**src/verilog/sync_ram.sv**
```systemverilog
/*
 * single-port synchronous RAM, inferred block RAM
 * payload type set by parameter, used for vram banks and palette
 */
`default_nettype none
`timescale 1ns/1ns

module sync_ram #(
    parameter type data_t = logic [15:0],
    parameter int  DEPTH  = 256
) (
    input  wire logic                     clk,
    input  wire logic                     sel_i,    // access this cycle
    input  wire logic                     we_i,     // write when selected
    input  wire logic [$clog2(DEPTH)-1:0] addr_i,
    input  wire data_t                    wdata_i,
    output      data_t                    rdata_o   // valid the cycle after a read
);

    data_t mem [DEPTH];

    always_ff @(posedge clk) begin
        if (sel_i) begin
            if (we_i) begin
                mem[addr_i] <= wdata_i;     // rdata_o keeps old value on write
            end else begin
                rdata_o <= mem[addr_i];
            end
        end
    end

endmodule

`default_nettype wire

```
**config.mk**
```make
export PLATFORM = sky130hd
export DESIGN_NAME = sync_ram
export DESIGN_NICKNAME = d
export VERILOG_FILES = /design/src/verilog/sync_ram.sv
export SDC_FILE = /design/constraint.sdc
export NUM_CORES = 2
export LEC_CHECK = 0
export BUFFER_PORTS_ARGS = -buffer_cell sky130_fd_sc_hd__buf_2
export CORE_ASPECT_RATIO = 0.7
export CORE_MARGIN = 1
export CORE_UTILIZATION = 45
export DETAILED_ROUTE_END_ITERATION = 8
export MAX_ROUTING_LAYER = met4
export PLACE_DENSITY = 0.66
export SYNTH_ARGS = -nofsm -noshare
export SYNTH_HDL_FRONTEND = slang
export SYNTH_SLANG_ARGS = --single-unit
```
**constraint.sdc**
```tcl
create_clock -name clk -period 4.48 [get_ports clk]
set_input_delay 0.224 -clock clk [delete_from_list [all_inputs] [get_ports clk]]
set_output_delay 0.224 -clock clk [all_outputs]
set_load 0.005 [all_outputs]
```
==> run metrics <==
status=finished clean; Post-Synthesis Net Count=6,732; sequential-to-total area share from yosys stat=0.795; portion of the clock cycle consumed by the worst path in the final layout=0.719; synthesis-stage register bit count=4,112; Critical Path Source Type=flip-flop; Syn. warnings=0; library cells used by synthesis=20; pin count of the biggest net entering global routing=145; number of buffers added by the clock tree synthesis step=364; maximum fanout encountered on the critical timing path=1; post-route DRC violation count=0; leak pwr=0.0545 uW; count of instances resized after the clock tree is built=0; global placement routability congestion=0.858; via count=76,600; min Tclk post-route=3.22 ns; clock sinks=4,112; pwr dens=435 nW/um^2; tightest slew margin relative to the limit=0.138; number of filler instances in the final layout=26,100; drt pass-1 iters=8; Die Footprint=approximately 350,000 sq um; die width=704 um; Hold WS=0.180 ns; share of final-layout standard cells stronger than drive strength 1=0.294; H-tree lvl count=5; count of input and output buffers=between 40 and 50; average size of a mapped cell=~23 sq um; Setup Crit Path Kind=flip-flop to flip-flop; global route total overflow=0; total detailed-routing wirelength=around 410 mm; setup repair bufs after CTS=0; clock tree skew after final layout=0.0345 ns; summed area of non-filler cells in the final layout=177,000 sq um; row cnt=180; wire length of the first global-routing pass=around 580 mm; number of enable-type register cells in the synthesized netlist=4,112; share of flip-flops with an asynchronous set or reset after synthesis=0; signal arrival time at the worst endpoint=3.85 ns; effective utilization at floorplan=0.452; clock-pin slew reported for the worst setup and hold paths after clock tree synthesis=around 0.070 ns; Core ar.=approximately 340,000 sq um; cell-by-cell listing of the critical path=mux4_2 -> a22oi_1 -> a21oi_1 -> o41ai_1 -> buf_4 -> nand4_1; count of endpoints failing hold in the final timing report=0; most used standard cell by instance count after synthesis=sky130_fd_sc_hd__edfxtp_1; post-placement worst setup slack=0.276 ns; peak supply drop=0.000343 V; kind of capture point of the worst setup path=flip-flop; slowest cell delay on critical path=~1.1 ns; class of the worst hold path=input pin to flip-flop; setup-violating endpoint count in the final report=0; Clk Latency, worst-skew pair=0.94 ns; list of most frequent post-synthesis cells=sky130_fd_sc_hd__edfxtp_1, sky130_fd_sc_hd__mux4_2, sky130_fd_sc_hd__a22oi_1; number of placed I/O pins=43; average wire length per cell after detail routing=33.8 um; clock tree from TritonCTS=built; Clock Path Buffers=4; antenna viol nets, final=0; setup repair after global routing missed its margin=no; Setup Total Neg Slack=0 ns; WP data required=5.11 ns; DR iter-0 viols=about 12,000; number of hold buffers added after cts=18; Slowest-stage cell, CP=sky130_fd_sc_hd__o41ai_1; GRT Overall Usage=0.241; MaxCap Viol Count=0; DP Wirelength=247 mm; post-route insts no fill=12,200; synthesized instance count=6,705; Fmax=310 MHz; final worst-path setup slack=1.26 ns; number of vias per cell=6.30; top post-synthesis cells by area=sky130_fd_sc_hd__edfxtp_1, sky130_fd_sc_hd__mux4_2, sky130_fd_sc_hd__a22oi_1; number of global-route vias before repair=74,900; number of antenna violations at the first check in global routing=26; biggest area consumer among synthesized cells=sky130_fd_sc_hd__edfxtp_1; max-slew violation total from the final report=0; post-layout net count=between 7,000 and 8,000; Post-Place Cell Area=165,000 sq um; die span in y=493 um; share of the synthesized area in the top cell type=0.795; Placed Instances=11,500; cell at the root of the clock tree=sky130_fd_sc_hd__clkbuf_16; post-synthesis to final-layout area growth=14.0%; Post-synth top flop=sky130_fd_sc_hd__edfxtp_1; post-synth design cell area=155,000 sq um; transition time at the pin with the least slew margin=approximately 1.3 ns
==> final timing paths <==
| kind | slack [ns] | from | depth (start not counted) | to |
|---|---|---|---|---|
| max reg2reg | 1.26 | mem[255][9] | 6 | rdata_o[9] |
| max | 1.26 | mem[255][9] | 6 | rdata_o[9] |
| min reg2reg | 1.06 | mem[51][14] | 5 | rdata_o[14] |
| min | 0.18 | addr_i[6] | 5 | rdata_o[15] |
==> power breakdown <==
group	switching, uW	internal [uW]	total (uW)	leakage (uW)
logic	2450	1290	3730	0.0119
clock network	13900	17100	31000	0.00563
registers	28.8	42400	42400	0.0370
==> flip-flops by register name, summed over array words and instances, names as in the netlist <==
name     cells
mem       4096
rdata_o     16
==> worst max-delay path: cells and delay by family (launching register included) <==
family                 cells  cell delay, ns
AO/OA/AOI/OAI              3            1.68
multiplexers               1            0.52
flip-flops                 1            0.38
buffers and inverters      1            0.26
AND/OR/NAND/NOR            1            0.09
==> metal layers <==
layer / routed length, um / track usage
met5: 0 / -
met4: 9040 / 0.0493
met3: 53500 / 0.0648
met2: 182000 / 0.340
met1: 166000 / 0.356
==> cell type report <==
| cell class | count | area, sq um | share of cell area |
|---|---|---|---|
| Timing Repair Buffer | 649 | 5850 | 0.0330 |
| Antenna cell | 11 | 27.5 | 0.000156 |
| Clock buffer | 446 | 9630 | 0.0544 |
| Multi-Input combinational cell | 2181 | 30500 | 0.172 |
| Tap cell | 4550 | 5690 | 0.0322 |
| Sequential cell | 4112 | 123000 | 0.698 |
| Clock inverter | 204 | 1840 | 0.0104 |
==> cells by family (layout without fill, tap and decap cells) <==
family / after synthesis / count (layout) / share of synthesized area
flip-flops: 4112 / 4112 / 0.795
AO/OA/AOI/OAI: 832 / 832 / 0.0366
other: 0 / 11 / 0
multiplexers: 1024 / 1024 / 0.149
AND/OR/NAND/NOR: 325 / 325 / 0.00843
buffers and inverters: 412 / 1299 / 0.0110
==> stage by stage <==
step           utilization  total power [uW]
2_1_floorplan            -             45000
3_3_place_gp         0.481             46900
3_5_place_dp         0.481             46900
4_1_cts              0.515             77400
5_1_grt              0.515             79000
6_report             0.515             77100
==> layout by cell type (no fill, tap or decap), drive strengths merged <==
master,n
and4,1
edfxtp,4112
inv,14
mux4,1024
a21oi,256
a22oi,512
clkinvlp,11
nor3,1
nand2,30
or2,1
clkinv,148
nand2b,2
nor2,259
diode,11
o41ai,64
bufinv,31
nor2b,7
nand3,4
and2,2
nor3b,2
dlygate4sd3,18
buf,631
nand4,16
clkbuf,446
No activity file was read; power rests on OpenSTA's default activity.
