===== config.mk =====
export PLATFORM = sky130hd
export DESIGN_NAME = vram_arbiter
export DESIGN_NICKNAME = d
export VERILOG_FILES = /design/src/verilog/vid_pkg.sv /design/src/verilog/vram_arbiter.sv
export SDC_FILE = /design/constraint.sdc
export NUM_CORES = 1
export LEC_CHECK = 0
export ABC_AREA = 1
export BUFFER_PORTS_ARGS = -buffer_cell sky130_fd_sc_hd__buf_4
export CORE_UTILIZATION = 36
export CTS_CLUSTER_SIZE = 14
export DETAILED_ROUTE_END_ITERATION = 7
export HOLD_SLACK_MARGIN = 0.02
export PLACE_DENSITY = 0.77
export SYNTH_ARGS = -nofsm -noshare
export SYNTH_HDL_FRONTEND = slang
export SYNTH_SLANG_ARGS = --single-unit

===== constraint.sdc =====
create_clock -name clk -period 0.8 [get_ports clk]
set_clock_uncertainty 0.1 [all_clocks]
set_input_delay 0.04 -clock clk [delete_from_list [all_inputs] [get_ports clk]]
set_output_delay 0.04 -clock clk [all_outputs]
set_load 0.01 [all_outputs]

===== src/verilog/vid_pkg.sv =====
/*
 * shared definitions for the bitmap video controller
 * geometry, memory organisation, register numbers, bus encodings, word types
 */
`default_nettype none

package vid_pkg;

    // display geometry, kept tiny so a frame simulates fast
    localparam int H_VISIBLE    = 32;   // visible pixels per line
    localparam int H_TOTAL      = 40;   // pixel periods per line
    localparam int H_SYNC_START = 34;
    localparam int H_SYNC_END   = 37;   // first pixel after hsync
    localparam int V_VISIBLE    = 8;
    localparam int V_TOTAL      = 10;
    localparam int V_SYNC_LINE  = 9;

    // pixel and memory organisation
    localparam int PIX_PER_WORD   = 4;    // 4bpp, high nibble first
    localparam int WORDS_PER_LINE = 8;
    localparam int NUM_BANKS      = 4;    // interleaved on low address bits
    localparam int BANK_DEPTH     = 256;
    localparam int VRAM_AW        = 10;   // 1024 words total
    localparam int PAL_ENTRIES    = 16;

    // host register numbers
    localparam int REG_ADDR = 0;
    localparam int REG_DATA = 1;
    localparam int REG_PAL  = 2;
    localparam int REG_CTRL = 3;

    // bus encodings
    localparam logic CS_ENABLED = 1'b0;
    localparam logic RNW_READ   = 1'b1;
    localparam logic RNW_WRITE  = 1'b0;

    typedef logic [15:0]        vram_word_t;
    typedef logic [11:0]        rgb_t;          // r [11:8], g [7:4], b [3:0]
    typedef logic [VRAM_AW-1:0] vram_addr_t;

endpackage

`default_nettype wire


===== src/verilog/vram_arbiter.sv =====
/*
 * vram arbiter, video fetch always wins over host request
 * registered bank select, shared address and write data, read tag
 */
`default_nettype none
`timescale 1ns/1ns

module vram_arbiter (
    input  wire logic                                    clk,
    input  wire logic                                    reset_i,
    input  wire logic                                    fetch_valid_i,
    input  wire vid_pkg::vram_addr_t                     fetch_addr_i,
    input  wire logic                                    host_req_valid_i,
    input  wire logic                                    host_req_we_i,
    input  wire vid_pkg::vram_addr_t                     host_req_addr_i,
    input  wire vid_pkg::vram_word_t                     host_req_wdata_i,
    output      logic                                    host_req_ready_o,
    output      logic [vid_pkg::NUM_BANKS-1:0]           bank_sel_o,
    output      logic                                    bank_we_o,
    output      logic [$clog2(vid_pkg::BANK_DEPTH)-1:0]  bank_addr_o,
    output      vid_pkg::vram_word_t                     bank_wdata_o,
    output      logic                                    tag_read_o,
    output      logic                                    tag_vid_o,
    output      logic [$clog2(vid_pkg::NUM_BANKS)-1:0]   tag_bank_o
);

    logic                gnt;           // some access this cycle
    logic                gnt_we;
    vid_pkg::vram_addr_t gnt_addr;

    // host only gets the slot when video is idle
    assign host_req_ready_o = !fetch_valid_i;
    assign gnt              = fetch_valid_i || host_req_valid_i;
    assign gnt_we           = !fetch_valid_i && host_req_we_i;
    assign gnt_addr         = fetch_valid_i ? fetch_addr_i : host_req_addr_i;

    always_ff @(posedge clk) begin
        if (reset_i) begin
            bank_sel_o <= '0;
            tag_read_o <= 1'b0;
        end else begin
            bank_sel_o <= '0;
            if (gnt) begin
                bank_sel_o[gnt_addr[$clog2(vid_pkg::NUM_BANKS)-1:0]] <= 1'b1;
            end
            tag_read_o <= gnt && !gnt_we;   // writes return nothing
        end
    end

    // payload, qualified by bank_sel_o and tag_read_o
    always_ff @(posedge clk) begin
        bank_we_o    <= gnt_we;
        bank_addr_o  <= gnt_addr[vid_pkg::VRAM_AW-1:$clog2(vid_pkg::NUM_BANKS)];
        bank_wdata_o <= host_req_wdata_i;
        tag_vid_o    <= fetch_valid_i;
        tag_bank_o   <= gnt_addr[$clog2(vid_pkg::NUM_BANKS)-1:0];
    end

endmodule

`default_nettype wire


==> results.sh, run 1 <==
export IMPL_swShare_pct=26.9
export IMPL_syn_avg_cell_area_um2=10.4
export IMPL_die_w_um=51.2
export IMPL_final_cell_mix="42 x buf_4, 34 x nand2_1, 34 x dlygate4sd3_1, 34 x buf_6, 33 x dfxtp_2"
export IMPL_net_switching_power_w=0.000929
export IMPL_antenna_cells=0
export IMPL_regArea_um2=702
export IMPL_final_common_cell="buf_4"
export IMPL_core_region_area_mm2=0.00225
export IMPL_hpwl_um=1710
export IMPL_combPwrFrac_pct=20.7
export IMPL_slew_violations=0
export IMPL_maxCapViolCount=0
export IMPL_area_delta_synth_final_pct=132
export IMPL_root_buffer="clkbuf_4"
export IMPL_start_util_pct=38.6
export IMPL_drive_gt1_share_pct=60.6
export IMPL_first_pass_iters=4
export IMPL_ys_ff_latch=33
export IMPL_cts_buffers=5
export IMPL_critPathArrivalTime_ps=820
export IMPL_design_die_area_mm2=0.00262
export IMPL_critical_path_class="flip-flop to primary output"
export IMPL_vias_per_cell=4.52
export IMPL_syn_inst=84
export IMPL_clkTransAtPathRegs_ps=110
export IMPL_clockPowerShare_pct=26.3
export IMPL_sequentialPowerShare_pct=52.9
export IMPL_nFillCells=96
export IMPL_path_cells="buf_6"
export IMPL_multi_input_area_um2=183
export IMPL_worstSetupEndpointType="primary output"
export IMPL_hold_class="input port to flip-flop"
export IMPL_row_count=17
export IMPL_grt_max_degree=10
export IMPL_period_share_pct=119
export IMPL_fin_cells=226
export IMPL_hold_depth=3
export IMPL_gp_congestion=0.732
export IMPL_io_pin_count=75
export IMPL_fmax_mhz=1050
export IMPL_numPlacedInstances=186
export IMPL_fin_nets=240
export IMPL_holdCritStartpoint="host_req_addr_i[0]"
export IMPL_startpoint_type="flip-flop"
export IMPL_crit_buf_inv=1
export IMPL_htree_levels=2
export IMPL_wirelength_um=4290
export IMPL_place_area_mm2=0.00146
export IMPL_numPortBuffers=74
export IMPL_final_hold_viol_count=8
export IMPL_worstMarginPinSlew_ps=232
export IMPL_p_int_w=0.00252
export IMPL_synth_cell_types=10
export IMPL_worst_ep_required_time_ps=660
export IMPL_setup_viol=37
export IMPL_wl_per_cell_um=19.0
export IMPL_cts_tree="yes"
export IMPL_whs_endpoint="tag_bank_o[0]"
export IMPL_rsz0062_at_grt="yes"
export IMPL_max_slew_margin_pct=84.5
export IMPL_fin_crit_ps=956
export IMPL_drtIter0Drc=14
export IMPL_critPathTopFamily="flip-flops"
export IMPL_track_usage_pct=31.3
export IMPL_critical_path_slowest_cell="dfxtp_2"
export IMPL_cp_max_fo=1
export IMPL_postRouteAntennaNets=0
export IMPL_hold_slack_ps=-140
export IMPL_status="finished with violations"
export IMPL_grt_overflow=0
export IMPL_synth_seq_area_share_pct=75.9
export IMPL_violations="negative hold slack, negative setup slack"
export IMPL_cts_buffer_depth=2
export IMPL_p_leak_nw=0.999
export IMPL_grt_pass1_wl_um=5540
export IMPL_syn_area_um2=871
export IMPL_cts_sinks=33
export IMPL_die_h_um=51.2
export IMPL_grt_pass1_vias=1068
export IMPL_setup_slack_ps=-156
export IMPL_cpPeakStageDelay_ps=370
export IMPL_power_density_mw_per_mm2=1710
export IMPL_synth_fp_nets=125
export IMPL_antenna_found_initial=0
export IMPL_ys_warn_count=0
export IMPL_finalInstanceArea_mm2=0.00202
export IMPL_vdd_drop_max_uv=1800
export IMPL_drc=0
export IMPL_route_vias_total=1022
-- metal layers --
layer / part of all wire, % / global-route usage (%) / vias up
li1: - / - / 477
met1: 43 / 37.7 / 478
met2: 48 / 50.0 / 60
met3: 6.7 / 11.3 / 7
met4: 1.7 / 13.4 / 0
met5: 0 / 0 / -
-- final cells by class --
class / count / share of cell area, %
clock buffers: 5 / 1.86
clock inverters: 1 / 0.248
flip-flops and latches: 33 / 34.8
multi-input cells: 44 / 9.05
inverters: 5 / 0.929
well taps: 28 / 1.73
repair buffers: 110 / 51.4
-- sequential cells by signal, summed over array words and instances (netlist names) --
signal,cells
bank_we_o,1
tag_read_o,1
tag_vid_o,1
bank_wdata_o,16
tag_bank_o,2
bank_addr_o,8
bank_sel_o,4
-- through the flow --
| step | worst slack, ps | TNS, ps | power (W) | hold slack [ps] | util, % |
|---|---|---|---|---|---|
| global placement | 95.5 | 0 | 0.00226 | 44.6 | 64.7 |
| detailed placement | 51.3 | 0 | 0.00227 | 45.5 | 64.7 |
| global route | -182 | -5790 | 0.00358 | -153 | 89.6 |
| CTS | -127 | -3960 | 0.00329 | -155 | 89.2 |
| floorplan | 184 | 0 | 0.00194 | -32.3 | - |
| finish | -156 | -4630 | 0.00345 | -140 | 89.6 |
-- kinds of logic after synthesis --
group                  share of synthesized area (%)
AND/OR/NAND/NOR                                 18.2
AO/OA/AOI/OAI                                   1.58
buffers and inverters                           4.31
flip-flops                                      75.9
-- cell usage after synthesis (all sizes together) --
cell   number  share of area (%)
dfxtp      33                 76
o21ai       2                1.6
nand2      34                 15
inv         5                2.2
nor2        7                3.0
buf         2                2.2
nor3        1               0.57
-- power groups by stage --
| stage | clock network (W) | logic (W) | registers (W) |
|---|---|---|---|
| after global placement | 0 | 0.000453 | 0.00181 |
| after floorplan | 0 | 0.0000834 | 0.00186 |
| after detailed placement | 0 | 0.000462 | 0.00181 |
| final | 0.000909 | 0.000715 | 0.00183 |
| after global routing | 0.00100 | 0.000747 | 0.00183 |
| after CTS | 0.000825 | 0.000663 | 0.00180 |
-- worst max path at each step --
stage | from | end | slack, ps | depth (start not counted)
final | bank_addr_o[0] | bank_addr_o[0] | -160 | 1
after global routing | bank_wdata_o[3] | bank_wdata_o[3] | -180 | 1
after detailed placement | fetch_valid_i | bank_sel_o[3] | 50 | 6
after global placement | fetch_valid_i | bank_sel_o[1] | 100 | 5
after CTS | bank_sel_o[3] | bank_sel_o[3] | -130 | 1
after floorplan | fetch_valid_i | bank_sel_o[1] | 180 | 6
-- what timing repair did --
item	in CTS	in global routing
gates resized for setup	54	17
setup buffers	0	0
cloned	0	0
pin swaps	0	3
endpoints found under the hold margin	33	8
hold buffers	36	1
setup endpoints to repair	33	39
No activity file was read; power rests on OpenSTA's default activity.
==> inputs of run 2 (changes only) <==
--- a/config.mk
+++ b/config.mk
@@ -7,10 +7,12 @@
 export LEC_CHECK = 0
 export ABC_AREA = 1
 export BUFFER_PORTS_ARGS = -buffer_cell sky130_fd_sc_hd__buf_4
+export CAP_MARGIN = 5
 export CORE_UTILIZATION = 36
 export CTS_CLUSTER_SIZE = 14
 export DETAILED_ROUTE_END_ITERATION = 7
 export HOLD_SLACK_MARGIN = 0.02
+export MAX_ROUTING_LAYER = met4
 export PLACE_DENSITY = 0.77
 export SYNTH_ARGS = -nofsm -noshare
 export SYNTH_HDL_FRONTEND = slang
==> constraint.sdc (replaced) <==
create_clock -name clk -period 0.8 [get_ports clk]
set_clock_uncertainty 0.1 [all_clocks]
set_input_delay 0.12 -clock clk [delete_from_list [all_inputs] [get_ports clk]]
set_output_delay 0.12 -clock clk [all_outputs]
set_load 0.01 [all_outputs]
==> results.sh, run 2 (synthesis results as in run 1) <==
export IMPL_status="finished with violations"
export IMPL_violations="negative hold slack, negative setup slack"
export IMPL_core_region_area_mm2=0.00225
export IMPL_row_count=17
export IMPL_critical_path_slowest_cell="dfxtp_2"
export IMPL_period_share_pct=128
export IMPL_grt_max_degree=11
export IMPL_wirelength_um=4590
export IMPL_io_pin_count=75
export IMPL_vias_per_cell=4.64
export IMPL_hold_class="input port to flip-flop"
export IMPL_cpPeakStageDelay_ps=350
export IMPL_fmax_mhz=977
export IMPL_cts_buffers=5
export IMPL_slew_violations=0
export IMPL_power_density_mw_per_mm2=1710
export IMPL_design_die_area_mm2=0.00262
export IMPL_startpoint_type="flip-flop"
export IMPL_busiest_layer="met2"
export IMPL_final_cell_mix="45 x buf_4, 33 x dfxtp_2, 33 x buf_6"
export IMPL_critical_path_class="flip-flop to primary output"
export IMPL_top_register="bank_wdata_o"
export IMPL_use_met1_pct=37.0
export IMPL_path_cells="buf_6"
export IMPL_root_buffer="clkbuf_4"
export IMPL_hold_buffers=32
export IMPL_vdd_drop_max_uv=2000
export IMPL_setup_slack_ps=-223
export IMPL_critPathTopFamily="flip-flops"
export IMPL_fin_nets=240
export IMPL_antenna_found_initial=0
export IMPL_grtUsageMet3_pct=11.0
export IMPL_grtUsageMet2_pct=54.6
export IMPL_hold_depth=2
export IMPL_total_power_w=0.00349
export IMPL_reg_largest_list="bank_wdata_o (16), bank_addr_o (8), bank_sel_o (4)"
export IMPL_rsz0062_at_grt="yes"
export IMPL_drtIter0Drc=32
export IMPL_fin_cells=228
export IMPL_cts_tree="yes"
export IMPL_path_depth=1
export IMPL_die_w_um=51.2
export IMPL_grt_pass1_vias=1069
export IMPL_fin_tns_setup_ps=-6890
export IMPL_maxCapViolCount=0
export IMPL_p_leak_nw=1.05
export IMPL_track_usage_pct=33.7
export IMPL_max_slew_margin_pct=83.7
export IMPL_setup_viol=35
export IMPL_wl_per_cell_um=20.1
export IMPL_place_area_mm2=0.00147
export IMPL_hpwl_um=1700
export IMPL_numPlacedInstances=188
export IMPL_cts_buffer_depth=2
export IMPL_drive_gt1_share_pct=63.5
export IMPL_cts_sinks=33
export IMPL_postRouteAntennaNets=0
export IMPL_numPortBuffers=74
export IMPL_hold_slack_ps=-147
export IMPL_worstMarginPinSlew_ps=242
export IMPL_first_pass_iters=4
export IMPL_cp_max_fo=1
export IMPL_start_util_pct=38.6
export IMPL_antenna_cells=0
export IMPL_finalInstanceArea_mm2=0.00204
export IMPL_die_h_um=51.2
export IMPL_worst_ep_required_time_ps=580
export IMPL_worstSetupEndpointType="primary output"
export IMPL_fin_crit_ps=1020
export IMPL_nFillCells=88
export IMPL_grt_pass1_wl_um=5860
export IMPL_dp_slack_ps=-55.4
export IMPL_clkTransAtPathRegs_ps=110
export IMPL_htree_levels=2
export IMPL_route_vias_total=1059
export IMPL_area_delta_synth_final_pct=134
export IMPL_crit_buf_inv=1
export IMPL_gp_congestion=0.748
export IMPL_final_common_cell="buf_4"
export IMPL_grt_overflow=0
export IMPL_drc=0
export IMPL_critPathArrivalTime_ps=800
export IMPL_final_hold_viol_count=9
export IMPL_largest_reg_flops=16
export IMPL_post_cts_buffers=0
[run 2: cell count changes in the layout (fill, tap and decap cells not counted), sizes merged]
cell,before,now
clkbuf,5,6
buf,76,78
clkinv,1,2
dlygate4sd3,34,27
dlymetal6s4s,0,5
[run 2: worst paths after layout]
kind / startpoint / to
setup / recovery: bank_wdata_o[13] / bank_wdata_o[13]
hold / removal: reset_i / tag_read_o
[run 2: timing repair]
action | CTS | global route
endpoints found under the setup margin | 33 | 39
pin swaps | 0 | 2
hold endpoints to repair | 33 | 9
gates resized for setup | 50 | 28
[run 2: per-stage QoR]
stage / hold WS, ps / utilization (%)
after floorplan: 47.7 / -
after global placement: 125 / 65.3
after detailed placement: 126 / 65.3
after CTS: -159 / 88.2
after global routing: -168 / 90.5
final: -147 / 90.5
[run 2: final cells by class]
type	instances	area, um2	area share [%]
clock inverter	2	10.0	0.491
sequential	33	702	34.4
tap	28	35.0	1.72
multi-input combinational	44	190	9.33
inverter	5	18.8	0.920
clock buffer	6	41.3	2.02
timing repair buffer	110	1040	51.1
[run 2: power breakdown]
group	total (W)	switching [W]	leakage, nW	internal (W)
registers	0.00183	0.0000621	0.280	0.00176
logic	0.000731	0.000275	0.738	0.000455
clock network	0.000934	0.000600	0.0320	0.000335
total	0.00349	0.000937	1.05	0.00256
[run 2: per-layer routing]
layer | wire length (um) | share of wire [%]
met1 | 1810 | 40
met2 | 2320 | 51
met3 | 342 | 7.5
met4 | 110 | 2.4
met5 | 0 | 0
