File: src/verilog/vid_pkg.sv
/*
 * shared definitions for the bitmap video controller
 * geometry, memory organisation, register numbers, bus encodings, word types
 */
`default_nettype none

package vid_pkg;

    // display geometry, kept tiny so a frame simulates fast
    localparam int H_VISIBLE    = 32;   // visible pixels per line
    localparam int H_TOTAL      = 40;   // pixel periods per line
    localparam int H_SYNC_START = 34;
    localparam int H_SYNC_END   = 37;   // first pixel after hsync
    localparam int V_VISIBLE    = 8;
    localparam int V_TOTAL      = 10;
    localparam int V_SYNC_LINE  = 9;

    // pixel and memory organisation
    localparam int PIX_PER_WORD   = 4;    // 4bpp, high nibble first
    localparam int WORDS_PER_LINE = 8;
    localparam int NUM_BANKS      = 4;    // interleaved on low address bits
    localparam int BANK_DEPTH     = 256;
    localparam int VRAM_AW        = 10;   // 1024 words total
    localparam int PAL_ENTRIES    = 16;

    // host register numbers
    localparam int REG_ADDR = 0;
    localparam int REG_DATA = 1;
    localparam int REG_PAL  = 2;
    localparam int REG_CTRL = 3;

    // bus encodings
    localparam logic CS_ENABLED = 1'b0;
    localparam logic RNW_READ   = 1'b1;
    localparam logic RNW_WRITE  = 1'b0;

    typedef logic [15:0]        vram_word_t;
    typedef logic [11:0]        rgb_t;          // r [11:8], g [7:4], b [3:0]
    typedef logic [VRAM_AW-1:0] vram_addr_t;

endpackage

`default_nettype wire

File: src/verilog/vram_read_return.sv
/*
 * vram read return, tag delayed to match bank latency
 * bank output mux and per-requester data valid
 */
`default_nettype none
`timescale 1ns/1ns

module vram_read_return (
    input  wire logic                                  clk,
    input  wire logic                                  reset_i,
    input  wire logic                                  tag_read_i,
    input  wire logic                                  tag_vid_i,
    input  wire logic [$clog2(vid_pkg::NUM_BANKS)-1:0] tag_bank_i,
    input  wire vid_pkg::vram_word_t                   bank_rdata_i [vid_pkg::NUM_BANKS],
    output      vid_pkg::vram_word_t                   rdata_o,
    output      logic                                  vid_rdata_valid_o,
    output      logic                                  host_rdata_valid_o
);

    logic                                  read_q;     // bank data present now
    logic                                  vid_q;
    logic [$clog2(vid_pkg::NUM_BANKS)-1:0] bank_q;

    always_ff @(posedge clk) begin
        if (reset_i) begin
            read_q <= 1'b0;
        end else begin
            read_q <= tag_read_i;
        end
        vid_q  <= tag_vid_i;
        bank_q <= tag_bank_i;
    end

    assign rdata_o            = bank_rdata_i[bank_q];
    assign vid_rdata_valid_o  = read_q && vid_q;
    assign host_rdata_valid_o = read_q && !vid_q;

endmodule

`default_nettype wire

File: config.mk
export PLATFORM = sky130hd
export DESIGN_NAME = vram_read_return
export DESIGN_NICKNAME = d
export VERILOG_FILES = /design/src/verilog/vid_pkg.sv /design/src/verilog/vram_read_return.sv
export SDC_FILE = /design/constraint.sdc
export NUM_CORES = 1
export LEC_CHECK = 0
export BUFFER_PORTS_ARGS = -buffer_cell sky130_fd_sc_hd__buf_2
export CAP_MARGIN = 20
export CORE_MARGIN = 2
export CORE_UTILIZATION = 28
export CTS_BUF_LIST = sky130_fd_sc_hd__clkbuf_4
export CTS_CLUSTER_SIZE = 40
export DETAILED_ROUTE_END_ITERATION = 7
export PLACE_DENSITY = 0.82
export SYNTH_ARGS = -nofsm -noshare
export SYNTH_HDL_FRONTEND = slang
export SYNTH_SLANG_ARGS = --single-unit
File: constraint.sdc
create_clock -name clk -period 1.3 [get_ports clk]
set_clock_uncertainty 0.1 [all_clocks]
set_input_delay 0.065 -clock clk [delete_from_list [all_inputs] [get_ports clk]]
set_output_delay 0.065 -clock clk [all_outputs]
set_load 0.05 [all_outputs]
==> results.cfg, run 1 <==
[run_status]
violations = negative setup slack
outcome = finished, violations left

[power_and_ir_drop]
ir_drop_uv = 483.7
pwr-share-clk_pct = 18.5
p_switching_uw = 362.0
p_leak_nw = 0.5941
power.switching_fraction_pct = 41.17
combinationalPowerShare_pct = 66.1
finalPower_uw = 879.4
p_per_area_nw_per_um2 = 744.5
seqPwrFrac_pct = 15.4
p_int_uw = 517.4

[finish]
fin_nets = 194
diodes = 0
multi_input_area_um2 = 379.1
stdcell_area_um2 = 1181
stdcell_count = 147
drive_above_1_share_pct = 90.98
syn2layout_area_growth_pct = 125.8
fin_util_pct = 67.67
fillCellCount = 130
seq_area_um2 = 83.83

[placement]
gp_congestion = 0.6575
dp.cells = 138
post_dp_cell_area_um2 = 997.2
place.port_buffers = 87

[sta]
finalWorstSetupSlack_ps = -333.0
worst_pin_slew_ps = 255.2
finalCriticalPeriod_ps = 1633
fin_crit_sh_pct = 125.6
fmax_mhz = 612.4
fin_tns_setup_ps = -4831
setup_violations = 16
slew_headroom_pct = 83.11
rsz0062_at_grt = yes
hold_viol_final = 0
slew_violations = 0

[synthesis]
ys_async_sr_fraction_pct = 0
ys.flop_type = dfxtp_1
ys_top_cells_by_area = mux4_2 (43%), mux4_1 (30%), dfxtp_1 (15%)
synth_seq_cells = 4
netlist.area_leader.share_pct = 43.06
syn-num-nets = 97
synthCells = 27
synth_edf_count = 0
synthTopCellsByCount = mux4_2 (10), mux4_1 (6), dfxtp_1 (4)
netlist-cell-type-count = 8
post_synth.cell_area_avg_um2 = 19.37
yosys_warnings = 0
yosys.cell_count.top_type = mux4_2
netlist_area_um2 = 523.0
seq_area_frac_synth_pct = 15.31
synth_top_cell_by_area = mux4_2

[floorplanning]
dieArea_um2 = 2230
start_util_pct = 29.96
rows = 15
io_pins = 88
die_h_um = 47.22
die_x_um = 47.22
core_area_um2 = 1745

[clock_network]
cts_root_buf = clkbuf_4
cts_buffers = 3
cts_setup_buffers = 0
clockBufferDepth = 2
cts_tree = built
clkTransAtPathRegs_ps = 40
cts.sinks = 4
htree_num_levels = 1

[routing]
wire_per_inst_um = 15.58
route.detailed.drc = 0
routed_wl_um = 2290
dr.pass1.iters = 4
drt-vias-per-instance = 4.714
drtAntennaViolNets = 0
drt-initial-drc-count = 6
via_count = 693

[grt]
grt_max_degree = 17
grt.total_usage_pct = 20.49
grt_overflow = 0
grt_pass1_vias = 766
antenna_found_initial = 0
grt_pass1_wl_um = 3084

[critical_path]
setup.worst_path.end_class = output pin
cp_max_fo = 7
critPathLaunchType = flop
slowest_delay_ps = 530
crit_slowest_cell = mux4_2
worstPathRequired_ps = 1130
cp.arrival_ps = 1470
path_class = reg2out
cp.depth = 3
path_buf_inv = 2
path_delay_family = multiplexers
cp_cell_sequence = buf_16 > mux4_2 > buf_8

[hold_path]
holdPathEnd = bank_q[1]$_DFF_P_
hp-class = in2reg
holdCritStartpoint = tag_bank_i[1]
min_delay_path_depth = 2

[flow_run]
maxCapViolCount = 0
[flip-flops by register name, summed over array words and instances (netlist names)]
register  flops
bank_q        2
read_q        1
vid_q         1
[stage by stage]
| stage | setup WS, ps | hold slack, ps |
|---|---|---|
| finish | -333.0 | 352.3 |
| global route | -376.3 | 361.1 |
| global placement | -125.7 | 67.63 |
| floorplan | -91.69 | -7.283 |
| CTS | -362.2 | 342.7 |
| detailed placement | -181.0 | 68.58 |
[area by class of cell]
cell class / count / share of cell area (%)
flip-flops and latches: 4 / 7.097
clock buffers: 3 / 1.907
well taps: 25 / 2.648
repair buffers: 96 / 56.25
multi-input cells: 19 / 32.10
[placed cells by master (no fill, tap or decap)]
master,Yosys,layout
buf_2,2,71
mux4_2,10,16
buf_6,1,15
dlygate4sd3_1,0,5
dfxtp_1,4,3
clkbuf_4,0,3
nor2b_1,2,2
buf_12,1,2
and2_1,1,1
dfxtp_4,0,1
buf_16,0,1
buf_8,0,1
buf_4,0,1
[how the worst max path moves through the flow]
stage / to / slack (ps) / start
after floorplan: rdata_o[0] / -90 / bank_q[0]$_DFF_P_
after global placement: rdata_o[15] / -130 / bank_q[0]$_DFF_P_
after detailed placement: rdata_o[1] / -180 / bank_q[0]$_DFF_P_
after CTS: rdata_o[1] / -360 / bank_q[0]$_DFF_P_
after global routing: rdata_o[1] / -380 / bank_q[0]$_DFF_P_
final: rdata_o[1] / -330 / bank_q[0]$_DFF_P_
[kinds of logic (layout without fill, tap and decap cells)]
kind of cell,count (synthesis),in the layout,share of synthesized area (%)
muxes,16,16,73.21
DFF,4,4,15.31
and+or+nand+nor,3,3,3.589
buffers and inverters,4,99,7.895
[power by group through the flow]
stage                     combinational (mW)  sequential [mW]  clock (mW)
after floorplan                        0.320            0.134           0
after global placement                 0.467            0.136           0
after detailed placement               0.476            0.137           0
after CTS                              0.583            0.136       0.172
after global routing                   0.606            0.136       0.182
final                                  0.581            0.136       0.162
[what timing repair did]
item                       4_1_cts  5_1_grt
gates cloned                     1        0
resized for setup               41        0
hold endpoints to repair         4        1
setup endpoints to repair       16       17
hold buffers                     5        1
[layer usage]
metal  global-route usage [%]  share of wire [%]
met5                        0                  0
met2                    40.81                 56
met4                    11.67                1.4
met1                    17.45                 28
met3                    5.769                 15
(Power assumes the default switching activity.)
==> run 2, diff against run 1 <==
Settings changed: CELL_PAD_IN_SITES_DETAIL_PLACEMENT set to 0, CELL_PAD_IN_SITES_GLOBAL_PLACEMENT set to 1, CORE_UTILIZATION 28 to 18.
==> results.cfg, run 2 (synthesis gave the netlist of run 1 again) <==
[finish]
fin_nets = 194
syn2layout_area_growth_pct = 123.0
seq_area_um2 = 83.83
drive_above_1_share_pct = 91.80
largest_register_ffs = 2
fillCellCount = 263
layout_common_cells = buf_2 (71), buf_6 (17), mux4_2 (16)
regMostFlops = bank_q
fin_util_pct = 42.29
multi_input_area_um2 = 379.1
final_common_cell = buf_2
diodes = 0
top_regs = bank_q (2), read_q (1), vid_q (1)

[sta]
fin_tns_setup_ps = -4604
slew_headroom_pct = 83.22
setup_violations = 16
hold_viol_final = 1
rsz0062_at_grt = yes
fmax_mhz = 617.4
fin_crit_sh_pct = 124.6
slew_violations = 0
finalCriticalPeriod_ps = 1620
worst_pin_slew_ps = 253.5
timing.hold.ws_ps = -33.73
finalWorstSetupSlack_ps = -319.6

[grt]
grt_pass1_wl_um = 3374
grt_max_degree = 17
antenna_found_initial = 0
grt_pass1_vias = 816
grt.total_usage_pct = 13.87
grt_overflow = 0

[clock_network]
htree_num_levels = 1
clockBufferDepth = 2
cts_tree = built
cts_setup_buffers = 0
cts_buffers = 3
clkTransAtPathRegs_ps = 40
cts_root_buf = clkbuf_4
cts.sinks = 4

[floorplanning]
die_h_um = 57.91
io_pins = 88
rows = 19
dieArea_um2 = 3353
start_util_pct = 18.97
core_area_um2 = 2758
die_x_um = 57.91

[power_and_ir_drop]
ir_drop_uv = 501.2
p_per_area_nw_per_um2 = 740.0
p_leak_nw = 0.5868

[hold_path]
min_delay_path_depth = 2
hp-class = in2reg

[critical_path]
cp.depth = 3
path_buf_inv = 2
slowest_delay_ps = 530
worstPathRequired_ps = 1130
critPathLaunchType = flop
cp_max_fo = 10
cp_cell_sequence = buf_12 > mux4_2 > buf_6
path_delay_family = multiplexers
path_class = reg2out
crit_slowest_cell = mux4_2
setup.worst_path.end_class = output pin
cp.arrival_ps = 1450

[run_status]
violations = negative hold slack, negative setup slack
outcome = finished, violations left

[routing]
dr.pass1.iters = 4
drt-vias-per-instance = 4.614
wire_per_inst_um = 14.65
route.detailed.drc = 0
drtAntennaViolNets = 0
via_count = 706
drt-initial-drc-count = 42
routed_wl_um = 2242

[placement]
gp_congestion = 0.6631
place.port_buffers = 87
hpwlAfterDp_um = 1853

[flow_run]
maxCapViolCount = 0
[run 2: cell types whose count changed in the layout (fill, tap and decap cells not counted)]
cell	previous run	this run
buf_6	15	17
buf_16	1	0
buf_4	1	2
dlygate4sd3_1	5	4
buf_8	1	0
[run 2: area by class of cell]
cell class                      count  share of cell area (%)
Clock buffer                        3                   1.931
Tap cell                           31                   3.326
Timing Repair Buffer               96                   55.04
Sequential cell                     4                   7.189
Multi-Input combinational cell     19                   32.51
[run 2: stage by stage]
step	worst slack, ps	std cells	power, mW	hold slack [ps]	area, µm²
after floorplan	-91.69	27	0.4542	-7.283	524.3
after global placement	-113.2	146	0.6117	67.22	1020
after detailed placement	-166.0	146	0.6210	70.21	1020
after CTS	-325.5	154	0.8755	351.3	1176
after global routing	-368.9	153	0.9057	1.353	1166
final	-319.6	153	0.8630	-33.73	1166
[run 2: worst paths after layout]
| path | from | end |
|---|---|---|
| worst min-delay path | tag_read_i | read_q$_SDFF_PP0_ |
| worst max-delay path | bank_q[0]$_DFF_P_ | rdata_o[3] |
[run 2: what timing repair did]
action / CTS / global route
endpoints found under the hold margin: 4 / 0
hold buffers: 5 / 0
endpoints found under the setup margin: 16 / 17
gates resized for setup: 40 / 0
[run 2: per-layer routing]
metal | vias up | GRT usage (%) | wire (µm)
met5 | - | 0 | 0
met4 | 0 | 4.983 | 13
met3 | 2 | 3.348 | 256
met2 | 66 | 28.90 | 1269
met1 | 321 | 12.48 | 702
li1 | 317 | - | -
[run 2: where the power goes]
part           leakage, nW  switching, mW  total, mW  internal [mW]
clock               0.0138         0.0521      0.155          0.103
sequential          0.0340        0.00538      0.135          0.129
combinational        0.539          0.296      0.573          0.276
==> run 3, diff against run 2 <==
Settings changed: CORE_UTILIZATION 18 to 19, PLACE_DENSITY 0.82 to 0.85.
Clock period 1.3 ns to 1.9 ns, I/O delays scaled along.
==> results.cfg, run 3 (synthesis gave the netlist of run 1 again) <==
[run_status]
outcome = finished clean

[floorplanning]
core_area_um2 = 2686
die_h_um = 56.47
dieArea_um2 = 3188
die_x_um = 56.47
start_util_pct = 19.47
rows = 19
io_pins = 88

[critical_path]
crit_slowest_cell = mux4_1
cp_max_fo = 6
path_class = reg2out
startpoint = bank_q[0]$_DFF_P_
setup.worst_path.end_class = output pin
critPathLaunchType = flop
cp.arrival_ps = 1540
slowest_delay_ps = 580
worstPathRequired_ps = 1700
crit_end = rdata_o[1]
cp_cell_sequence = buf_4 > mux4_1 > buf_2

[grt]
grt_overflow = 0
grt_pass1_vias = 730
grt_pass1_wl_um = 3284
grt.total_usage_pct = 13.11
grt_max_degree = 11
antenna_found_initial = 0

[sta]
finalCriticalPeriod_ps = 1738
fmax_mhz = 575.3
finalWorstSetupSlack_ps = 161.7
slew_headroom_pct = 81.94
timing.hold.ws_ps = 389.9
fin_tns_setup_ps = 0
worst_pin_slew_ps = 270.6
fin_crit_sh_pct = 91.49
setup_violations = 0
slew_violations = 0
hold_viol_final = 0
rsz0062_at_grt = no

[hold_path]
min_delay_path_depth = 2
hp-class = in2reg

[placement]
gp_congestion = 0.7456
post-place-ws_ps = 409.7
post_dp_cell_area_um2 = 978.4
place.port_buffers = 87
dp.cells = 144
hpwlAfterDp_um = 1952

[power_and_ir_drop]
p_switching_uw = 229.0
p_per_area_nw_per_um2 = 499.7
finalPower_uw = 525.2
combinationalPowerShare_pct = 62.0
p_leak_nw = 0.5629
power.switching_fraction_pct = 43.59
ir_drop_uv = 401.9
pwr-share-clk_pct = 20.3
p_int_uw = 296.3
seqPwrFrac_pct = 17.7

[clock_network]
cts_tree = built
htree_num_levels = 1
cts_setup_buffers = 0
cts_buffers = 3
cts_root_buf = clkbuf_4
clkTransAtPathRegs_ps = 40
cts.sinks = 4
clockBufferDepth = 2

[finish]
regMostFlops = bank_q
drive_above_1_share_pct = 85.12
final_common_cell = buf_2
fillCellCount = 269
seq_area_um2 = 80.08
fin_nets = 193
syn2layout_area_growth_pct = 101.0
stdcell_count = 152
multi_input_area_um2 = 401.6
layout_common_cells = buf_2 (87), mux4_2 (10), mux4_1 (6)
fin_util_pct = 39.12
stdcell_area_um2 = 1051
diodes = 0
top_regs = bank_q (2), read_q (1), vid_q (1)
largest_register_ffs = 2

[routing]
routed_wl_um = 2100
drt-vias-per-instance = 4.507
via_count = 685
drt-initial-drc-count = 8
drtAntennaViolNets = 0
wire_per_inst_um = 13.82
dr.pass1.iters = 3
route.detailed.drc = 0

[flow_run]
maxCapViolCount = 0
## run 3: changes by cell type in the layout (fill, tap and decap cells not counted), moves of 2 or more
| cell | change |
|---|---|
| buf_6 | -17 |
| buf_2 | +16 |
| mux4_1 | +6 |
| mux4_2 | -6 |
| buf_12 | -2 |
## run 3: routing by layer
| metal | global-route usage [%] | part of all wire, % | wire length [µm] |
|---|---|---|---|
| met1 | 13.64 | 33 | 702 |
| met2 | 25.75 | 53 | 1116 |
| met3 | 4.608 | 13 | 280 |
| met4 | 1.020 | 0 | 0 |
| met5 | 0 | 0 | 0 |
## run 3: worst min-delay path by stage
| stage | from | to | slack [ps] |
|---|---|---|---|
| after detailed placement | tag_bank_i[1] | bank_q[1]$_DFF_P_ | 100 |
| after global placement | tag_vid_i | vid_q$_DFF_P_ | 100 |
| after floorplan | tag_bank_i[0] | bank_q[0]$_DFF_P_ | 20 |
| final | tag_bank_i[0] | bank_q[0]$_DFF_P_ | 390 |
| after CTS | tag_bank_i[0] | bank_q[0]$_DFF_P_ | 380 |
| after global routing | tag_bank_i[0] | bank_q[0]$_DFF_P_ | 380 |
## run 3: layout make-up
class / count / share of cell area, %
clock buffers: 3 / 2.143
flip-flops and latches: 4 / 7.619
well taps: 31 / 3.690
repair buffers: 95 / 48.33
multi-input cells: 19 / 38.21
## run 3: what timing repair did
item / in CTS / in global routing
setup endpoints to repair: 0 / 0
endpoints found under the hold margin: 4 / 0
gates resized for setup: 0 / 0
hold buffers: 5 / 0
## run 3: power by group through the flow
stage | Sequential [mW] | Clock, mW | Combinational [mW]
6_report | 0.0930 | 0.107 | 0.326
5_1_grt | 0.0938 | 0.120 | 0.344
4_1_cts | 0.0932 | 0.114 | 0.330
3_5_place_dp | 0.0944 | 0 | 0.322
3_3_place_gp | 0.0940 | 0 | 0.316
2_1_floorplan | 0.0915 | 0 | 0.219
## run 3: worst max-delay path, delay by kind of cell, from the launching register on
| kind | cells | cell delay (ps) |
|---|---|---|
| buffers and inverters | 2 | 400 |
| flip-flops | 1 | 320 |
| multiplexers | 1 | 580 |
