[src/verilog/vid_pkg.sv]
/*
 * shared definitions for the bitmap video controller
 * geometry, memory organisation, register numbers, bus encodings, word types
 */
`default_nettype none

package vid_pkg;

    // display geometry, kept tiny so a frame simulates fast
    localparam int H_VISIBLE    = 32;   // visible pixels per line
    localparam int H_TOTAL      = 40;   // pixel periods per line
    localparam int H_SYNC_START = 34;
    localparam int H_SYNC_END   = 37;   // first pixel after hsync
    localparam int V_VISIBLE    = 8;
    localparam int V_TOTAL      = 10;
    localparam int V_SYNC_LINE  = 9;

    // pixel and memory organisation
    localparam int PIX_PER_WORD   = 4;    // 4bpp, high nibble first
    localparam int WORDS_PER_LINE = 8;
    localparam int NUM_BANKS      = 4;    // interleaved on low address bits
    localparam int BANK_DEPTH     = 256;
    localparam int VRAM_AW        = 10;   // 1024 words total
    localparam int PAL_ENTRIES    = 16;

    // host register numbers
    localparam int REG_ADDR = 0;
    localparam int REG_DATA = 1;
    localparam int REG_PAL  = 2;
    localparam int REG_CTRL = 3;

    // bus encodings
    localparam logic CS_ENABLED = 1'b0;
    localparam logic RNW_READ   = 1'b1;
    localparam logic RNW_WRITE  = 1'b0;

    typedef logic [15:0]        vram_word_t;
    typedef logic [11:0]        rgb_t;          // r [11:8], g [7:4], b [3:0]
    typedef logic [VRAM_AW-1:0] vram_addr_t;

endpackage

`default_nettype wire

[src/verilog/sync_ram.sv]
/*
 * single-port synchronous RAM, inferred block RAM
 * payload type set by parameter, used for vram banks and palette
 */
`default_nettype none
`timescale 1ns/1ns

module sync_ram #(
    parameter type data_t = logic [15:0],
    parameter int  DEPTH  = 256
) (
    input  wire logic                     clk,
    input  wire logic                     sel_i,    // access this cycle
    input  wire logic                     we_i,     // write when selected
    input  wire logic [$clog2(DEPTH)-1:0] addr_i,
    input  wire data_t                    wdata_i,
    output      data_t                    rdata_o   // valid the cycle after a read
);

    data_t mem [DEPTH];

    always_ff @(posedge clk) begin
        if (sel_i) begin
            if (we_i) begin
                mem[addr_i] <= wdata_i;     // rdata_o keeps old value on write
            end else begin
                rdata_o <= mem[addr_i];
            end
        end
    end

endmodule

`default_nettype wire

[src/verilog/video_engine.sv]
/*
 * display engine: raster counters, sync generation, vram fetch schedule
 * pixel shifter, palette lookup, colour and sync output registers
 */
`default_nettype none
`timescale 1ns/1ns

module video_engine (
    input  wire logic                clk,
    input  wire logic                reset_i,
    input  wire logic                enable_i,
    input  wire logic                vid_rdata_valid_i,
    input  wire vid_pkg::vram_word_t rdata_i,
    input  wire logic                pal_we_i,
    input  wire logic [3:0]          pal_idx_i,
    input  wire vid_pkg::rgb_t       pal_wdata_i,
    output      logic                fetch_valid_o,
    output      vid_pkg::vram_addr_t fetch_addr_o,
    output      logic [3:0]          red_o,
    output      logic [3:0]          green_o,
    output      logic [3:0]          blue_o,
    output      logic                hsync_o,
    output      logic                vsync_o,
    output      logic                dv_de_o
);

    logic [$clog2(vid_pkg::H_TOTAL)-1:0] h_count;
    logic [$clog2(vid_pkg::V_TOTAL)-1:0] v_count;
    logic                de_raw;        // counter domain, pixel n at h_count n
    logic                hs_raw;
    logic                vs_raw;
    logic [5:0]          de_pipe;       // six stages fetch to rgb register
    logic [5:0]          hs_pipe;
    logic [5:0]          vs_pipe;
    logic [2:0]          ld_pipe;       // fetch strobe delayed to shifter load
    vid_pkg::vram_word_t hold_word;     // returned fetch waits here
    vid_pkg::vram_word_t shift_word;
    logic                pal_sel;
    logic [3:0]          pal_addr;
    vid_pkg::rgb_t       pal_rdata;
    vid_pkg::rgb_t       rgb_q;

    // counters park at zero while disabled
    always_ff @(posedge clk) begin
        if (reset_i || !enable_i) begin
            h_count <= '0;
            v_count <= '0;
        end else if (h_count == vid_pkg::H_TOTAL - 1) begin
            h_count <= '0;
            if (v_count == vid_pkg::V_TOTAL - 1) begin
                v_count <= '0;
            end else begin
                v_count <= v_count + 1'b1;
            end
        end else begin
            h_count <= h_count + 1'b1;
        end
    end

    assign de_raw = enable_i && (h_count < vid_pkg::H_VISIBLE) && (v_count < vid_pkg::V_VISIBLE);
    assign hs_raw = enable_i && (h_count >= vid_pkg::H_SYNC_START) &&
                    (h_count < vid_pkg::H_SYNC_END);
    assign vs_raw = enable_i && (v_count == vid_pkg::V_SYNC_LINE);

    // word k fetched at h 4k, its first pixel leaves the shifter 4 cycles on
    assign fetch_valid_o = de_raw && ((h_count % vid_pkg::PIX_PER_WORD) == 0);
    assign fetch_addr_o  = vid_pkg::VRAM_AW'(v_count * vid_pkg::WORDS_PER_LINE +
                                             h_count / vid_pkg::PIX_PER_WORD);

    always_ff @(posedge clk) begin
        if (reset_i) begin
            de_pipe <= '0;
            hs_pipe <= '0;
            vs_pipe <= '0;
            ld_pipe <= '0;
            rgb_q   <= '0;
        end else begin
            de_pipe <= {de_pipe[4:0], de_raw};
            hs_pipe <= {hs_pipe[4:0], hs_raw};
            vs_pipe <= {vs_pipe[4:0], vs_raw};
            ld_pipe <= {ld_pipe[1:0], fetch_valid_o};
            rgb_q   <= de_pipe[4] ? pal_rdata : '0;     // black outside display
        end
    end

    always_ff @(posedge clk) begin
        if (vid_rdata_valid_i) begin
            hold_word <= rdata_i;       // lands 2 cycles after fetch
        end
        if (ld_pipe[2]) begin
            shift_word <= hold_word;
        end else begin
            shift_word <= {shift_word[11:0], 4'h0};    // next nibble up
        end
    end

    // host write takes the port over the pixel lookup
    assign pal_sel  = pal_we_i || de_pipe[3];
    assign pal_addr = pal_we_i ? pal_idx_i : shift_word[15:12];

    sync_ram #(
        .data_t (vid_pkg::rgb_t),
        .DEPTH  (vid_pkg::PAL_ENTRIES)
    ) palette (
        .clk     (clk),
        .sel_i   (pal_sel),
        .we_i    (pal_we_i),
        .addr_i  (pal_addr),
        .wdata_i (pal_wdata_i),
        .rdata_o (pal_rdata)
    );

    assign red_o   = rgb_q[11:8];
    assign green_o = rgb_q[7:4];
    assign blue_o  = rgb_q[3:0];
    assign dv_de_o = de_pipe[5];    // lines up with rgb_q
    assign hsync_o = hs_pipe[5];
    assign vsync_o = vs_pipe[5];

endmodule

`default_nettype wire

[config.mk]
export PLATFORM = sky130hd
export DESIGN_NAME = video_engine
export DESIGN_NICKNAME = d
export VERILOG_FILES = /design/src/verilog/vid_pkg.sv /design/src/verilog/sync_ram.sv /design/src/verilog/video_engine.sv
export SDC_FILE = /design/constraint.sdc
export NUM_CORES = 1
export LEC_CHECK = 0
export BUFFER_PORTS_ARGS = -buffer_cell sky130_fd_sc_hd__buf_4
export CELL_PAD_IN_SITES_DETAIL_PLACEMENT = 1
export CELL_PAD_IN_SITES_GLOBAL_PLACEMENT = 1
export CORE_UTILIZATION = 50
export DETAILED_ROUTE_END_ITERATION = 6
export HOLD_SLACK_MARGIN = 0.05
export PLACE_DENSITY = 0.82
export SLEW_MARGIN = 25
export SYNTH_ARGS = -nofsm -noshare
export SYNTH_HDL_FRONTEND = slang
export SYNTH_SLANG_ARGS = --single-unit
[constraint.sdc]
create_clock -name clk -period 3.3 [get_ports clk]
set_clock_uncertainty 0.2 [all_clocks]
set_input_delay 0.66 -clock clk [delete_from_list [all_inputs] [get_ports clk]]
set_output_delay 0.66 -clock clk [all_outputs]
set_load 0.01 [all_outputs]
==> qor.csv, run 1 <==
metric,value,unit
hpwl dp,16290,um
Clock Latency Late Sink,0.54,ns
H-tree depth,1,
post-DR vias/cell,6.217,
Final setup viols,0,
Power per Cell Area,610.4,nW/um^2
TritonCTS clock tree,done,
# fillers,1963,
"Seq/Total Area, Yosys",73.87,%
crit start category,flop,
Die W,147.2,um
routability congestion estimate,0.8316,
Resized Gates After CTS,0,
hold slack,0.09668,ns
Synth cell types,44,
Final Slew Violations,0,
setup TNS,0,ns
CP required,2.44,ns
count of input and output buffers,60,
Synth Instances,731,
die height,147.2,um
Max transition margin,30.55,%
I/O pin cnt,63,
#FFs+latches synth,279,
row cnt,52,
max frequency,0.3923,GHz
die area,21670,um^2
most frequent cells in the layout,"edfxtp_1, o21ai_0, buf_4",
number of setup buffers added after CTS,0,
drt first pass iters,5,
Area Overhead vs Synth,16.66,%
"Clk pin slew, worst setup/hold paths",0.06,ns
max-cap viol count,0,
Hold Path Class,in2reg,
grt total ovfl,0,
Critical Path End Type,output pin,
Worst EP arrival,1.69,ns
global-route usage over all layers,26.84,%
leakage,0.004049,uW
first-pass GRT wire length,43350,um
Post-synth EDFFs,220,
diode count,0,
R2R depth,4,
Synth async-reset ratio,0,%
number of clock sinks,279,
yosys warns,0,
layout cell share with drive strength beyond 1,20.44,%
antenna violations before repair,0,
RSZ-0062 raised after global routing,false,
vias in the first global route,7366,
total chip power,7507,uW
CP Class,reg2out,
Synth Cell Area,10540,um^2
Hold Crit Depth,1,
core box area,20430,um^2
DRC errors left,0,
clock buffer count from CTS,28,
CTS Root Cell,clkbuf_16,
"critical path fanouts, max",6,
Syn Area/Cell,14.42,um^2
Worst VDD drop,0.0003650,V
Starting Density,51.60,%
dominant synthesized flop cell,edfxtp_1,
status,"finished, final reports clean",
"Hold Vio Cnt, Final",0,
Bufs on Longest Clock Path,3,
fin crit share,77.24,%
hold buffers post-CTS,0,
largest net degree at the start of global routing,49,
Antenna Nets Post-Route,0,
actual slew at the worst max-slew pin,1.041,ns
final wirelength,28670,um
"leading cell type in the layout, fill and taps excluded",edfxtp_1,
DR iter-0 viols,478,
"Net count, final",837,
Vias,6758,
fin crit period,2.549,ns
post-DR wirelength/cell,26.37,um
==> path summary, 6_finish.rpt <==
kind	endpoint	startpoint	slack, ns
worst max-delay path	fetch_addr_o[5]	h_count[5]	0.75
worst min-delay path	hold_word[11]	rdata_i[11]	0.1
worst max register to register	palette.rdata_o[10]	shift_word[15]	0.78
worst min register to register	hs_pipe[3]	hs_pipe[2]	0.24
==> worst max-delay path, cell delays in order, from the launching register on <==
cell and delay (ns):
dfxtp_1 0.45, ha_1 0.21, ha_1 0.18, xor2_1 0.17, buf_4 0.14
==> cell families (layout without fill, tap and decap cells) <==
group / after synthesis / after routing / share of synthesized area (%)
other cells: 1 / 2 / 0.03557
compound gates: 248 / 248 / 14.02
mux: 13 / 13 / 1.377
fa+ha+maj: 5 / 5 / 0.5934
simple gates: 112 / 112 / 6.219
xor+xnor: 8 / 8 / 0.6645
buf+inv: 65 / 150 / 3.228
flops: 279 / 279 / 73.87
==> flip-flops by register name (all words and copies together) (netlist names) <==
register,count
palette.rdata_o,12
hs_pipe,6
rgb_q,12
v_count,4
de_pipe,6
hold_word,16
palette.mem,192
h_count,6
vs_pipe,6
shift_word,16
ld_pipe,3
==> through the flow <==
| step | setup WS, ns | utilization, % | std cells | area (um^2) |
|---|---|---|---|---|
| 2_1_floorplan | 0.4288 | - | 732 | 10550 |
| 3_3_place_gp | 0.4577 | 55.46 | 1035 | 11330 |
| 3_5_place_dp | 0.3637 | 55.46 | 1035 | 11330 |
| 4_1_cts | 0.7124 | 60.17 | 1087 | 12290 |
| 5_1_grt | 0.6502 | 60.20 | 1087 | 12300 |
| 6_report | 0.7510 | 60.20 | 1087 | 12300 |
==> synth_stat cells, drive strengths merged, types with 2 or more instances <==
cell    count  area (um^2)
a32oi       2        43.80
ha          5        62.56
clkbuf     40        151.4
edfxtp    220         6606
nor2       20        77.58
or4        12        90.09
nand3       4        20.02
nor3       11        55.05
xnor2       4        35.03
inv         6        22.52
nand2       8        30.03
and3b       3        26.28
buf        19        166.4
nand2b      3        18.77
dfxtp      59         1181
xor2        4        35.03
nor2b      22        137.6
o21ai     192        960.9
mux2       12        135.1
a41oi      48        420.4
and3        2        17.52
nor3b       4        35.03
a21oi       2        10.01
and2       18        112.6
==> layout make-up <==
cell class / instances / area (um^2) / share of cell area, %
clock buffers: 41 / 855.8 / 6.958
clock inverters: 11 / 106.4 / 0.8647
inverters: 6 / 22.52 / 0.1831
multi-input cells: 388 / 2486 / 20.21
flip-flops and latches: 279 / 7787 / 63.32
well taps: 270 / 337.8 / 2.747
repair buffers: 92 / 703.2 / 5.717
==> routing by layer <==
| layer | vias to the layer above | part of all wire [%] | GRT usage (%) |
|---|---|---|---|
| met1 | 3415 | 37 | 32.01 |
| met3 | 62 | 7.1 | 4.534 |
| met4 | 0 | 3.0 | 10.26 |
| li1 | 2935 | - | - |
| met2 | 346 | 53 | 48.40 |
| met5 | - | 0 | 0 |
==> power breakdown <==
| group | leakage [uW] | internal, uW | switching (uW) | total (uW) |
|---|---|---|---|---|
| registers | 0.00248 | 3860 | 21.6 | 3880 |
| logic | 0.00110 | 115 | 252 | 366 |
| clock network | 0.000473 | 1950 | 1310 | 3260 |
No activity file was read; power rests on OpenSTA's default activity.
==> run 2, diff against run 1 <==
==> constraint.sdc (replaced) <==
create_clock -name clk -period 2.5 [get_ports clk]
set_clock_uncertainty 0.2 [all_clocks]
set_input_delay 0.5 -clock clk [delete_from_list [all_inputs] [get_ports clk]]
set_output_delay 0.5 -clock clk [all_outputs]
set_load 0.01 [all_outputs]
==> run 2 against run 1 <==
- largest power group unchanged
- first-iteration DRC count grew 45%
- flip-flop and latch count is the same
- clock-buffer cell count shrank 5
- sequential power grew 32%
- critical path type is now reg2reg
==> qor.csv, run 2 (same netlist as run 1, synthesis figures left out) <==
metric,value,unit,change
Die W,147.2,um,unchanged
number of clock sinks,279,,unchanged
vias in the first global route,7672,,was 7366
post-DR vias/cell,6.338,,was 6.217
CP required,2.60,ns,was 2.44 ns
H-tree depth,1,,unchanged
"Net count, final",869,,was 837
Bufs on Longest Clock Path,3,,unchanged
post-layout util,62.89,%,was 60.20%
"Clk pin slew, worst setup/hold paths",0.07,ns,was 0.06 ns
grt total ovfl,0,,unchanged
crit path cell chain,and3b_1 -> buf_12 -> o21ai_0 -> a41oi_1 -> or4_1,,was ha_1 -> ha_1 -> xor2_1 -> buf_4
"Hold Vio Cnt, Final",0,,unchanged
antenna violations before repair,0,,unchanged
Power per Cell Area,815.6,nW/um^2,was 610.4 nW/um^2
hpwl dp,17060,um,was 16290 um
hold_sp,pal_wdata_i[7],,was rdata_i[11]
CP max stage delay,0.53,ns,was 0.45 ns
"critical path fanouts, max",48,,was 6
"leading cell type in the layout, fill and taps excluded",edfxtp_1,,unchanged
largest net degree at the start of global routing,49,,unchanged
Starting Density,51.60,%,unchanged
diode count,0,,unchanged
final wirelength,30580,um,was 28670 um
Layout Cell Area excl Fill,12850,um^2,was 12300 um^2
total chip power,10480,uW,was 7507 uW
Critical Path End Type,flop,,was output pin
Area Overhead vs Synth,21.86,%,was 16.66%
crit start category,flop,,unchanged
post-DR wirelength/cell,27.32,um,was 26.37 um
Top reg by flops,palette.mem,,unchanged
actual slew at the worst max-slew pin,0.6855,ns,was 1.041 ns
routability congestion estimate,0.8432,,was 0.8316
global-route usage over all layers,28.77,%,was 26.84%
Worst VDD drop,0.0004795,V,was 0.0003650 V
row cnt,52,,unchanged
Crit-path slowest cell,or4_1,,was dfxtp_1
TritonCTS clock tree,done,,unchanged
die height,147.2,um,unchanged
CP Class,reg2reg,,was reg2out
FF-to-FF Start,shift_word[12],,was shift_word[15]
status,"finished, final reports clean",,unchanged
fin crit share,94.74,%,
Hold Crit Depth,1,,unchanged
Max transition margin,54.24,%,was 30.55%
"reg-to-reg slack, setup",0.13,ns,was 0.78 ns
RSZ-0062 raised after global routing,false,,unchanged
fin crit period,2.369,ns,
number of setup buffers added after CTS,0,,unchanged
largest registers,"palette.mem x192, hold_word x16, shift_word x16",,unchanged
Worst EP arrival,2.47,ns,was 1.69 ns
Clock Latency Late Sink,0.56,ns,was 0.54 ns
DRC errors left,0,,unchanged
core box area,20430,um^2,unchanged
R2R depth,5,,was 4
leakage,0.004295,uW,was 0.004049 uW
DR iter-0 viols,694,,was 478
clock buffer count from CTS,28,,unchanged
Hold Path Class,in2reg,,unchanged
die area,21670,um^2,unchanged
max-cap viol count,0,,unchanged
I/O pin cnt,63,,unchanged
Antenna Nets Post-Route,0,,unchanged
drt first pass iters,5,,unchanged
most frequent cells in the layout,"edfxtp_1, o21ai_0, buf_4",,unchanged
first-pass GRT wire length,46190,um,was 43350 um
Vias,7092,,was 6758
Final setup viols,0,,unchanged
Placed Area,11540,um^2,was 11330 um^2
count of input and output buffers,60,,unchanged
layout cell share with drive strength beyond 1,21.79,%,was 20.44%
Final Slew Violations,0,,unchanged
worst path buffer plus inverter count,1,,unchanged
"delay-heaviest family, CP",simple AND/OR/NAND/NOR gates,,was flip-flops
setup TNS,0,ns,unchanged
FF-to-FF End,palette.rdata_o[10],,unchanged
hold endpoint,palette.mem[13][7],,was hold_word[11]
max frequency,0.4222,GHz,
CTS Root Cell,clkbuf_16,,unchanged
Largest register FFs,192,,unchanged
-- run 2: cell count changes in the layout (fill, tap and decap cells not counted), moves of 3 or more --
| cell | before | now |
|---|---|---|
| clkbuf_1 | 4 | 1 |
| buf_12 | 1 | 12 |
| clkinv_1 | 3 | 0 |
| dlygate4sd3_1 | 0 | 22 |
| bufinv_16 | 2 | 5 |
-- run 2: per-layer routing --
metal / GRT usage, % / wire length (um)
met5: 0 / 0
met4: 15.26 / 1443
met3: 4.410 / 2342
met2: 50.68 / 15660
met1: 33.95 / 11130
-- run 2: cell type report --
type                    count  area, um^2
fillers                  1910        7582
inverters                   6       22.52
clock inverters            16       224.0
flip-flops and latches    279        7790
multi-input cells         388        2480
repair buffers            124        1136
well taps                 270       337.8
clock buffers              36       857.1
-- run 2: power breakdown --
group          switching [uW]  leakage (uW)  internal (uW)  total (uW)
registers                31.5       0.00248           5090        5120
logic                     349       0.00128            205         555
clock network            1850      0.000532           2950        4800
-- run 2: timing repair --
action                                  4_1_cts  5_1_grt
endpoints found under the setup margin        0        1
hold buffers                                 22        0
endpoints found under the hold margin        50        0
gates resized for setup                       0        2
-- run 2: worst max-delay path by stage --
| stage | endpoint | cells after the start | slack [ns] | from |
|---|---|---|---|---|
| 2_1_floorplan | palette.mem[0][0] | 6 | -0.21 | pal_we_i |
| 3_3_place_gp | palette.rdata_o[3] | 7 | 0.08 | pal_we_i |
| 3_5_place_dp | palette.rdata_o[4] | 7 | -0.05 | pal_we_i |
| 4_1_cts | fetch_addr_o[5] | 4 | 0.01 | h_count[5] |
| 5_1_grt | fetch_addr_o[5] | 4 | 0.06 | h_count[5] |
| 6_report | palette.rdata_o[10] | 5 | 0.13 | shift_word[12] |
-- run 2: stage by stage --
step	cells	hold slack [ns]	setup WS [ns]
5_1_grt	1119	0.06889	0.05548
2_1_floorplan	732	0.2138	-0.2112
4_1_cts	1119	0.05246	0.01467
6_report	1119	0.05947	0.1315
3_5_place_dp	1045	0.2275	-0.05096
3_3_place_gp	1045	0.2232	0.07781
